===== src/common/asg_stream_pkg.sv =====
// sample stream types and saturation limits

package asg_stream_pkg;

  // sample width
  localparam int unsigned DW = 14;
  // sum width, one spare bit for two channels
  localparam int unsigned DWS = DW + 1;

  // signed sample word
  typedef logic signed [DW-1:0] smp_dat_t;

  // single channel stream beat
  typedef struct packed {
    smp_dat_t dat;
    logic     lst;
  } chn_smp_t;

  // mixed DAC stream beat
  typedef struct packed {
    smp_dat_t dat;
    // set if any enabled channel ended
    logic     lst;
  } dac_smp_t;

  ////////////////////////////////////////////////////////////
  // saturation limits
  ////////////////////////////////////////////////////////////

  // +8191
  localparam smp_dat_t SMP_MAX = {1'b0, {(DW-1){1'b1}}};
  // -8192
  localparam smp_dat_t SMP_MIN = {1'b1, {(DW-1){1'b0}}};

endpackage


===== src/common/asg_cfg_pkg.sv =====
// channel configuration, table write and event types

package asg_cfg_pkg;

  ////////////////////////////////////////////////////////////
  // widths
  ////////////////////////////////////////////////////////////

  // pointer magnitude bits, 64 entry table
  localparam int unsigned CWM = 6;
  // pointer fraction bits
  localparam int unsigned CWF = 4;
  // full fixed point pointer width
  localparam int unsigned CWP = CWM + CWF;
  // burst length counter width
  localparam int unsigned CWL = 16;
  // repetition counter width
  localparam int unsigned CWN = 8;
  // channel count and select width
  localparam int unsigned NCH = 2;
  localparam int unsigned CHW = $clog2(NCH);

  ////////////////////////////////////////////////////////////
  // types
  ////////////////////////////////////////////////////////////

  // per channel playback setup
  typedef struct packed {
    logic [CWM-1:0] siz;  // table size minus one, in entries
    logic [CWP-1:0] ste;  // step minus one, fixed point
    logic [CWP-1:0] off;  // start offset, fixed point
    logic           ben;  // burst enable
    logic           inf;  // infinite repetitions
    logic [CWL-1:0] bdl;  // burst data length minus one
    logic [CWL-1:0] bln;  // burst period length minus one
    logic [CWN-1:0] bnm;  // repetitions minus one
  } chn_cfg_t;

  // table write strobe, one channel at a time
  typedef struct packed {
    logic [CHW-1:0]                 chn;
    logic [CWM-1:0]                 adr;
    logic [asg_stream_pkg::DW-1:0]  dat;
    logic                           wen;
  } tbl_wr_t;

  // channel events
  typedef struct packed {
    logic per;  // new burst period
    logic lst;  // final sample issued
    logic run;  // playback active
  } chn_evn_t;

endpackage


===== src/asg_channel/asg_channel.sv =====
`timescale 1ns/1ps

// one generator channel
// trigger and burst FSM, modulo phase pointer, sample stream out

module asg_channel import asg_cfg_pkg::*, asg_stream_pkg::*; (
  input  logic           sto,
  input  logic           ctl_rst,
  // table write
  input  logic           wen,
  input  logic [CWM-1:0] waddr,
  input  smp_dat_t       wdata,
  // control
  input  logic           trg,
  input  chn_cfg_t       cfg,
  // sample stream
  input  logic           smp_ready,
  output logic           smp_valid,
  output chn_smp_t       smp,
  // events and status
  output chn_evn_t       evn,
  output logic [CWL-1:0] sts_bln,
  output logic [CWN-1:0] sts_bnm
);

  // pointers
  logic [CWP-1:0] ptr_cur;
  logic [CWP:0]   ptr_nxt;
  logic [CWP:0]   ptr_mod;
  logic [CWP+1:0] ptr_sub;
  // table read side
  logic [CWM-1:0] raddr;
  smp_dat_t       rdata;
  // counter ends
  logic           end_bdl;
  logic           end_bln;
  logic           end_bnm;
  // FSM and pipeline state
  logic           sts_run;
  logic           sts_aen;
  logic           sts_ren;
  logic           sts_vld;
  logic           sts_lst;
  logic           sts_rpt;
  logic           sts_trg;
  logic           sts_rdy;
  logic           out_lst;

  ////////////////////////////////////////////////////////////
  // table
  ////////////////////////////////////////////////////////////

  asg_table #(.dt(smp_dat_t)) u_tbl (
    .sto   (sto),
    .wen   (wen),
    .waddr (waddr),
    .wdata (wdata),
    .ren   (sts_ren & sts_rdy),
    .raddr (raddr),
    .rdata (rdata)
  );

  // address stage
  always_ff @(posedge sto) begin
    if (sts_rdy && sts_aen) begin
      raddr <= ptr_cur[CWF+:CWM];
    end
  end

  // everything advances only when the output can move
  assign sts_rdy = smp_ready | ~smp_valid;

  ////////////////////////////////////////////////////////////
  // FSM
  ////////////////////////////////////////////////////////////

  // counter end checks
  assign end_bnm = (sts_bnm == cfg.bnm) & ~cfg.inf;
  assign end_bln = (sts_bln == cfg.bln);
  assign end_bdl = (sts_bln == cfg.bdl);

  // period restart in burst mode
  assign sts_rpt = sts_run & end_bln & cfg.ben;
  // outside pulse only counts while idle
  assign sts_trg = sts_run ? sts_rpt : trg;

  always_ff @(posedge sto) begin
    if (ctl_rst) begin
      sts_aen <= 1'b0;
      sts_run <= 1'b0;
      sts_bln <= '0;
      sts_bnm <= '0;
    end else if (sts_rdy) begin
      if (cfg.ben) begin
        if (sts_trg) begin
          // start, or next period, or stop after the final one
          sts_aen <= sts_run ? ~end_bnm : 1'b1;
          sts_run <= sts_run ? ~end_bnm : 1'b1;
          sts_bnm <= sts_run ? sts_bnm + CWN'(!cfg.inf) : '0;
          sts_bln <= '0;
        end else begin
          // data part over, repeat last value
          if (end_bdl) begin
            sts_aen <= 1'b0;
          end
          if (sts_run) begin
            sts_bln <= sts_bln + 1'b1;
          end
        end
      end else if (sts_trg) begin
        // periodic mode runs until reset
        sts_aen <= 1'b1;
        sts_run <= 1'b1;
      end
    end
  end

  ////////////////////////////////////////////////////////////
  // modulo phase pointer
  ////////////////////////////////////////////////////////////

  // modulus is (siz+1) entries in fixed point
  assign ptr_mod = {(CWM+1)'(cfg.siz) + (CWM+1)'(1), {CWF{1'b0}}};
  assign ptr_nxt = {1'b0, ptr_cur} + {1'b0, cfg.ste} + (CWP+1)'(1);
  // sign bit set means no wrap
  assign ptr_sub = {1'b0, ptr_nxt} - {1'b0, ptr_mod};

  always_ff @(posedge sto) begin
    if (ctl_rst) begin
      ptr_cur <= '0;
    end else if (sts_rdy) begin
      if (sts_trg) begin
        ptr_cur <= cfg.off;
      end else if (sts_aen) begin
        ptr_cur <= ptr_sub[CWP+1] ? ptr_nxt[CWP-1:0] : ptr_sub[CWP-1:0];
      end
    end
  end

  ////////////////////////////////////////////////////////////
  // valid and last pipeline
  ////////////////////////////////////////////////////////////

  always_ff @(posedge sto) begin
    if (ctl_rst) begin
      sts_vld   <= 1'b0;
      sts_ren   <= 1'b0;
      sts_lst   <= 1'b0;
      smp_valid <= 1'b0;
      out_lst   <= 1'b0;
    end else if (sts_rdy) begin
      sts_vld   <= sts_run;
      sts_ren   <= sts_aen;
      sts_lst   <= sts_rpt & end_bnm;
      smp_valid <= sts_vld;
      out_lst   <= sts_lst;
    end
  end

  // sample straight from the table register
  assign smp = '{dat: rdata, lst: out_lst};

  // events
  assign evn = '{per: sts_rpt & sts_rdy, lst: sts_lst & sts_rdy, run: sts_run};

  ////////////////////////////////////////////////////////////
  // checks
  ////////////////////////////////////////////////////////////

  // pointer inside the table
  a_ptr_range: assert property (@(posedge sto) disable iff (ctl_rst)
    sts_run |-> ({1'b0, ptr_cur} < ptr_mod));

  // stalled beat holds
  a_smp_hold: assert property (@(posedge sto) disable iff (ctl_rst)
    smp_valid && !smp_ready |=> smp_valid && $stable(smp));

  // table is only written while idle
  a_wr_idle: assert property (@(posedge sto) disable iff (ctl_rst)
    wen |-> !sts_run && !smp_valid);

endmodule


===== src/asg_channel/asg_table.sv =====
`timescale 1ns/1ps

// sample table for one channel
// write port from outside, registered read port toward playback

module asg_table import asg_cfg_pkg::*; #(
  parameter type dt = logic
) (
  input  logic           sto,
  // write side
  input  logic           wen,
  input  logic [CWM-1:0] waddr,
  input  dt              wdata,
  // read side
  input  logic           ren,
  input  logic [CWM-1:0] raddr,
  output dt              rdata
);

  // table storage
  dt mem [0:2**CWM-1];

  // write on strobe
  always_ff @(posedge sto) begin
    if (wen) begin
      mem[waddr] <= wdata;
    end
  end

  // read only while enabled
  // a stalled pipeline keeps rdata frozen
  always_ff @(posedge sto) begin
    if (ren) begin
      rdata <= mem[raddr];
    end
  end

endmodule


===== src/rtl/asg_mixer.sv =====
`timescale 1ns/1ps

// joins the channel streams into one DAC stream
// saturating sum, merged last flag

module asg_mixer import asg_cfg_pkg::*, asg_stream_pkg::*; (
  input  logic           sto,
  input  logic           ctl_rst,
  input  logic [NCH-1:0] cfg_men,
  // channel streams
  input  logic [NCH-1:0] smp_valid,
  input  chn_smp_t       smp [NCH],
  output logic [NCH-1:0] smp_ready,
  // DAC stream
  output logic           dac_valid,
  output dac_smp_t       dac,
  input  logic           dac_ready
);

  logic                  sum_valid;
  logic                  sum_ready;
  logic signed [DWS-1:0] sum;
  logic                  sum_lst;
  dac_smp_t              sum_dat;

  ////////////////////////////////////////////////////////////
  // join
  ////////////////////////////////////////////////////////////

  // wait on every enabled channel, nothing if none enabled
  assign sum_valid = (|cfg_men) & (&(smp_valid | ~cfg_men));

  // enabled channels move together
  // disabled channels drain freely
  assign smp_ready = ~cfg_men | {NCH{sum_valid & sum_ready}};

  ////////////////////////////////////////////////////////////
  // sum and saturate
  ////////////////////////////////////////////////////////////

  always_comb begin
    sum     = '0;
    sum_lst = 1'b0;
    for (int i = 0; i < NCH; i++) begin
      if (cfg_men[i]) begin
        // disabled channel adds zero
        sum     = sum + DWS'(smp[i].dat);
        sum_lst = sum_lst | smp[i].lst;
      end
    end
  end

  always_comb begin
    if (sum > SMP_MAX) begin
      sum_dat.dat = SMP_MAX;
    end else if (sum < SMP_MIN) begin
      sum_dat.dat = SMP_MIN;
    end else begin
      sum_dat.dat = sum[DW-1:0];
    end
    sum_dat.lst = sum_lst;
  end

  // output slice
  stream_reg #(.pt(dac_smp_t)) u_slc (
    .sto       (sto),
    .ctl_rst   (ctl_rst),
    .in_valid  (sum_valid),
    .in_dat    (sum_dat),
    .in_ready  (sum_ready),
    .out_valid (dac_valid),
    .out_dat   (dac),
    .out_ready (dac_ready)
  );

  // no channel enabled and slice free last cycle, so nothing comes out
  a_no_chn: assert property (@(posedge sto) disable iff (ctl_rst)
    $past(cfg_men == '0) && $past(!dac_valid || dac_ready) |-> !dac_valid);

endmodule


===== src/rtl/asg_top.sv =====
`timescale 1ns/1ps

// two channel generator for one DAC
// channels feed the mixer, mixer feeds the DAC stream

module asg_top import asg_cfg_pkg::*, asg_stream_pkg::*; (
  input  logic           sto,
  input  logic           ctl_rst,
  // table writes
  input  tbl_wr_t        tbl_wr,
  // per channel trigger and setup
  input  logic [NCH-1:0] trg,
  input  chn_cfg_t       cfg [NCH],
  input  logic [NCH-1:0] cfg_men,
  // DAC stream
  output logic           dac_valid,
  output dac_smp_t       dac,
  input  logic           dac_ready,
  // events
  output chn_evn_t       evn [NCH]
);

  // channel streams
  logic [NCH-1:0] smp_valid;
  logic [NCH-1:0] smp_ready;
  chn_smp_t       smp [NCH];

  ////////////////////////////////////////////////////////////
  // channels
  ////////////////////////////////////////////////////////////

  for (genvar i = 0; i < NCH; i++) begin : g_chn
    // write strobe decoded by channel select
    asg_channel u_chn (
      .sto       (sto),
      .ctl_rst   (ctl_rst),
      .wen       (tbl_wr.wen && (tbl_wr.chn == CHW'(i))),
      .waddr     (tbl_wr.adr),
      .wdata     (tbl_wr.dat),
      .trg       (trg[i]),
      .cfg       (cfg[i]),
      .smp_ready (smp_ready[i]),
      .smp_valid (smp_valid[i]),
      .smp       (smp[i]),
      .evn       (evn[i]),
      .sts_bln   (),
      .sts_bnm   ()
    );
  end

  ////////////////////////////////////////////////////////////
  // mixer
  ////////////////////////////////////////////////////////////

  asg_mixer u_mix (
    .sto       (sto),
    .ctl_rst   (ctl_rst),
    .cfg_men   (cfg_men),
    .smp_valid (smp_valid),
    .smp       (smp),
    .smp_ready (smp_ready),
    .dac_valid (dac_valid),
    .dac       (dac),
    .dac_ready (dac_ready)
  );

endmodule


===== src/rtl/stream_reg.sv =====
`timescale 1ns/1ps

// single entry valid/ready slice
// full throughput, payload type from parameter

module stream_reg #(
  parameter type pt = logic
) (
  input  logic sto,
  input  logic ctl_rst,
  // upstream
  input  logic in_valid,
  input  pt    in_dat,
  output logic in_ready,
  // downstream
  output logic out_valid,
  output pt    out_dat,
  input  logic out_ready
);

  // take new data when empty or being drained
  assign in_ready = out_ready | ~out_valid;

  always_ff @(posedge sto) begin
    if (ctl_rst) begin
      out_valid <= 1'b0;
    end else if (in_ready) begin
      out_valid <= in_valid;
    end
  end

  // payload
  always_ff @(posedge sto) begin
    if (in_valid && in_ready) begin
      out_dat <= in_dat;
    end
  end

  // held under stall
  a_out_hold: assert property (@(posedge sto) disable iff (ctl_rst)
    out_valid && !out_ready |=> out_valid && $stable(out_dat));

endmodule


===== config.mk =====
export PLATFORM = sky130hd
export DESIGN_NAME = asg_top
export DESIGN_NICKNAME = d
export VERILOG_FILES = /design/src/common/asg_stream_pkg.sv /design/src/common/asg_cfg_pkg.sv /design/src/asg_channel/asg_channel.sv /design/src/asg_channel/asg_table.sv /design/src/rtl/asg_mixer.sv /design/src/rtl/asg_top.sv /design/src/rtl/stream_reg.sv
export SDC_FILE = /design/constraint.sdc
export NUM_CORES = 2
export LEC_CHECK = 0
export BUFFER_PORTS_ARGS = -buffer_cell sky130_fd_sc_hd__buf_4
export CAP_MARGIN = 30
export CORE_AREA = 2 2 444 446
export DETAILED_ROUTE_END_ITERATION = 10
export DIE_AREA = 0 0 446 448
export PLACE_DENSITY_LB_ADDON = 0.15
export SLEW_MARGIN = 20
export SYNTH_ARGS = -nofsm -noshare
export SYNTH_HDL_FRONTEND = slang
export SYNTH_SLANG_ARGS = --single-unit

===== constraint.sdc =====
create_clock -name sto -period 6.76 [get_ports sto]
set_clock_uncertainty 0.1 [all_clocks]
set_input_delay 0.676 -clock sto [delete_from_list [all_inputs] [get_ports sto]]
set_output_delay 0.676 -clock sto [all_outputs]
set_load 0.01 [all_outputs]

==> impl_metrics.tcl <==
set metrics [dict create \
    status "complete, no violations" \
    cts_resized 0 \
    synth-seq-cells 1930 \
    tritoncts "yes" \
    start_util 0.399 \
    antenna_left 0 \
    grt_pass1_wl_mm 282 \
    hold_viol 0 \
    grt.met2_usage 0.301 \
    syn_area_mm2 0.0776 \
    routabilityCongestion 0.790 \
    nNetsFinal 4308 \
    layout_commonest_cell "edfxtp_1" \
    clock_latency_ns 0.84 \
    use_met3 0.0343 \
    slew-limit-headroom 0.332 \
    viasPerCell 5.54 \
    report.final.slew_viol_count 0 \
    p_comb_frac 0.102 \
    synth_fp_nets 3935 \
    wl_per_cell_um 29.0 \
    seqPwrFrac 0.501 \
    ctsHoldBuffers 1 \
    tns_ns 0 \
    cap_violations 0 \
    grt_use_met1 0.300 \
    setup_ws_ns 2.43 \
    holdPathStages 3 \
    path_max_fanout 9 \
    cts_sinks 1930 \
    switching_share 0.233 \
    root_buffer "clkbuf_16" \
    worstMarginPinSlew_ns 0.999 \
    cp.arrival_ns 4.93 \
    hp-start "cfg[111]" \
    p_sw_mw 6.21 \
    die-area_mm2 0.200 \
    fin_util 0.457 \
    finalCritPeriodShare 0.641 \
    grt_max_degree 108 \
    clk_path_buf_depth 3 \
    p_leak_nw 28.4 \
    synth_cell_types 87 \
    dp_hpwl_mm 121 \
    port_buffers 186 \
    crit_type "flop to flop" \
    antenna_found_initial 22 \
    grt_pass1_vias 37900 \
    overflow 0 \
    cts_setup_buffers 0 \
    nFillCells 16300 \
    syn-instance-count 3718 \
    avgSynthCellArea_um2 20.9 \
    vias 37700 \
    rows 162 \
    num_io_pins 187 \
    track_usage 0.198 \
    rsz0062_at_grt "no" \
    vdd_drop_max_mv 0.199 \
    firstDrtPassIters 7 \
    die_w_um 446 \
    layout-drive-gt1-share 0.298 \
    r2r-start "g_chn[1].u_chn.ptr_cur[0]$_SDFFE_PP0P_" \
    core-area_mm2 0.195 \
    async_flop_share 0 \
    critPathCaptureType "flop" \
    mostFrequentLayoutCells "1847 x edfxtp_1, 588 x mux4_2, 347 x buf_4" \
    htreeDepth 4 \
    internal-power_mw 20.4 \
    area_growth_syn_to_layout_pct 14.7 \
    fmax_mhz 231 \
    die_h_um 448 \
    yosys_warnings 0 \
    top_usage_layer "met2" \
    synth_seq_area_share 0.736 \
    remaining_drc_errors 0 \
    numCtsBuffers 198 \
    clkPwrFrac 0.397 \
    startpoint_type "flop" \
    regToRegSetupSlack_ns 2.43 \
    r2r_end "g_chn[1].u_chn.ptr_cur[5]$_SDFFE_PP0P_" \
    reg2regPathDepth 19 \
    wl_mm 197 \
    synth-edff-count 1847 \
    ys.flop_type "edfxtp_1" \
    hold_path.class "input port to flop" \
    dp_slack_ns 2.00 \
    min_to "g_chn[0].u_chn.ptr_cur[1]$_SDFFE_PP0P_" \
    setup_violations 0 \
    clk_pin_slew_ns 0.06 \
    cp_data_required_time_ns 7.36 \
    min_period_ns 4.33 \
    dr.first_iter.drc_count 3784 \
    power_density_mw_per_mm2 299 \
]
logic make-up after synthesis:
group	Yosys count	share of synthesized area
compound gates	196	0.0163
xor+xnor	153	0.0175
fa+ha+maj	53	0.00901
buf+inv	249	0.0160
flops	1930	0.736
mux	606	0.173
simple gates	531	0.0324
power by group through the flow:
stage               clock (mW)  sequential [mW]  combinational (mW)
floorplan                    0             13.5                1.73
global placement             0             13.6                2.71
detailed placement           0             13.6                2.74
CTS                       10.8             13.3                2.75
global route              11.3             13.3                2.92
finish                    10.6             13.3                2.71
state kept, by name (all words and copies together), names as in the netlist:
register,count
g_chn.u_chn.smp_valid,2
g_chn.u_chn.ptr_cur,20
g_chn.u_chn.out_lst,2
g_chn.u_chn.sts_run,2
g_chn.u_chn.sts_bln,32
g_chn.u_chn.sts_aen,2
g_chn.u_chn.u_tbl.mem,1792
g_chn.u_chn.u_tbl.rdata,28
u_mix.u_slc.out_valid,1
u_mix.u_slc.out_dat,15
g_chn.u_chn.raddr,12
g_chn.u_chn.sts_ren,2
g_chn.u_chn.sts_bnm,16
g_chn.u_chn.sts_vld,2
g_chn.u_chn.sts_lst,2
area by class of cell:
cell class	count	area, um^2	area share
antenna	2	5.00	0.0000562
inverter	57	214	0.00240
multi-input combinational	1539	19300	0.217
tap	2542	3180	0.0357
sequential	1930	57100	0.642
clock buffer	249	5190	0.0583
timing repair buffer	365	2930	0.0329
clock inverter	112	1070	0.0120
through the flow:
step	cells	hold slack (ns)	total power, mW	area (um^2)
2_1_floorplan	3718	0.327	15.2	77600
3_3_place_gp	6423	0.336	16.3	82600
3_5_place_dp	6430	0.348	16.3	82700
4_1_cts	6792	0.0295	26.9	89000
5_1_grt	6795	0.106	27.5	89000
6_report	6796	0.101	26.6	89000
cells in the mapped netlist (10+ instances only):
library cell	n	area (um^2)
a21oi_1	74	370
mux4_2	588	13200
o21ai_1	12	60.1
edfxtp_1	1847	55500
o21ai_0	31	155
nor4_1	12	75.1
xor2_1	77	674
xnor2_1	74	648
buf_4	24	180
nand4_1	27	169
nand2_1	88	330
buf_1	23	86.3
and3_1	14	87.6
clkbuf_1	89	334
dfxtp_1	83	1660
buf_6	23	259
and2_1	24	150
nand2b_1	10	62.6
nor2_1	247	927
ha_1	47	588
nor3_1	17	85.1
inv_1	56	210
buf_2	33	165
mux2i_1	16	160
nand3_1	35	175
worst max-delay path: stages (launching register included):
cell and delay (ns):
dfxtp_1 0.30, inv_1 0.06, ha_1 0.17, inv_1 0.06
fa_1 0.40, a21o_1 0.20, a21oi_1 0.27, o21ai_0 0.13
a21oi_1 0.23, xnor2_1 0.19, ha_1 0.31, o21ai_0 0.11
a21boi_1 0.12, o21ai_0 0.24, a21boi_1 0.13, o21a_1 0.19
nor2_2 0.35, mux2_2 0.38, o211ai_1 0.17, a21oi_1 0.08
per-layer routing:
metal | share of wire | up-vias
li1 | - | 16100
met1 | 0.47 | 20300
met2 | 0.46 | 1068
met3 | 0.059 | 238
met4 | 0.018 | 6
met5 | 0.00014 | -
how the worst max path moves through the flow:
stage	start	endpoint	slack, ns	depth (start not counted)
after CTS	g_chn[1].u_chn.ptr_cur[0]$_SDFFE_PP0P_	g_chn[1].u_chn.ptr_cur[5]$_SDFFE_PP0P_	2.45	19
after floorplan	cfg_men[0]	u_mix.u_slc.out_dat[10]$_SDFFCE_PN1P_	2.60	17
final	g_chn[1].u_chn.ptr_cur[0]$_SDFFE_PP0P_	g_chn[1].u_chn.ptr_cur[5]$_SDFFE_PP0P_	2.43	19
after detailed placement	cfg[52]	g_chn[1].u_chn.ptr_cur[5]$_SDFFE_PP0P_	2.00	20
after global placement	cfg[52]	g_chn[1].u_chn.ptr_cur[5]$_SDFFE_PP0P_	1.96	20
after global routing	g_chn[1].u_chn.ptr_cur[0]$_SDFFE_PP0P_	g_chn[1].u_chn.ptr_cur[5]$_SDFFE_PP0P_	2.07	19
(Power assumes the default switching activity.)
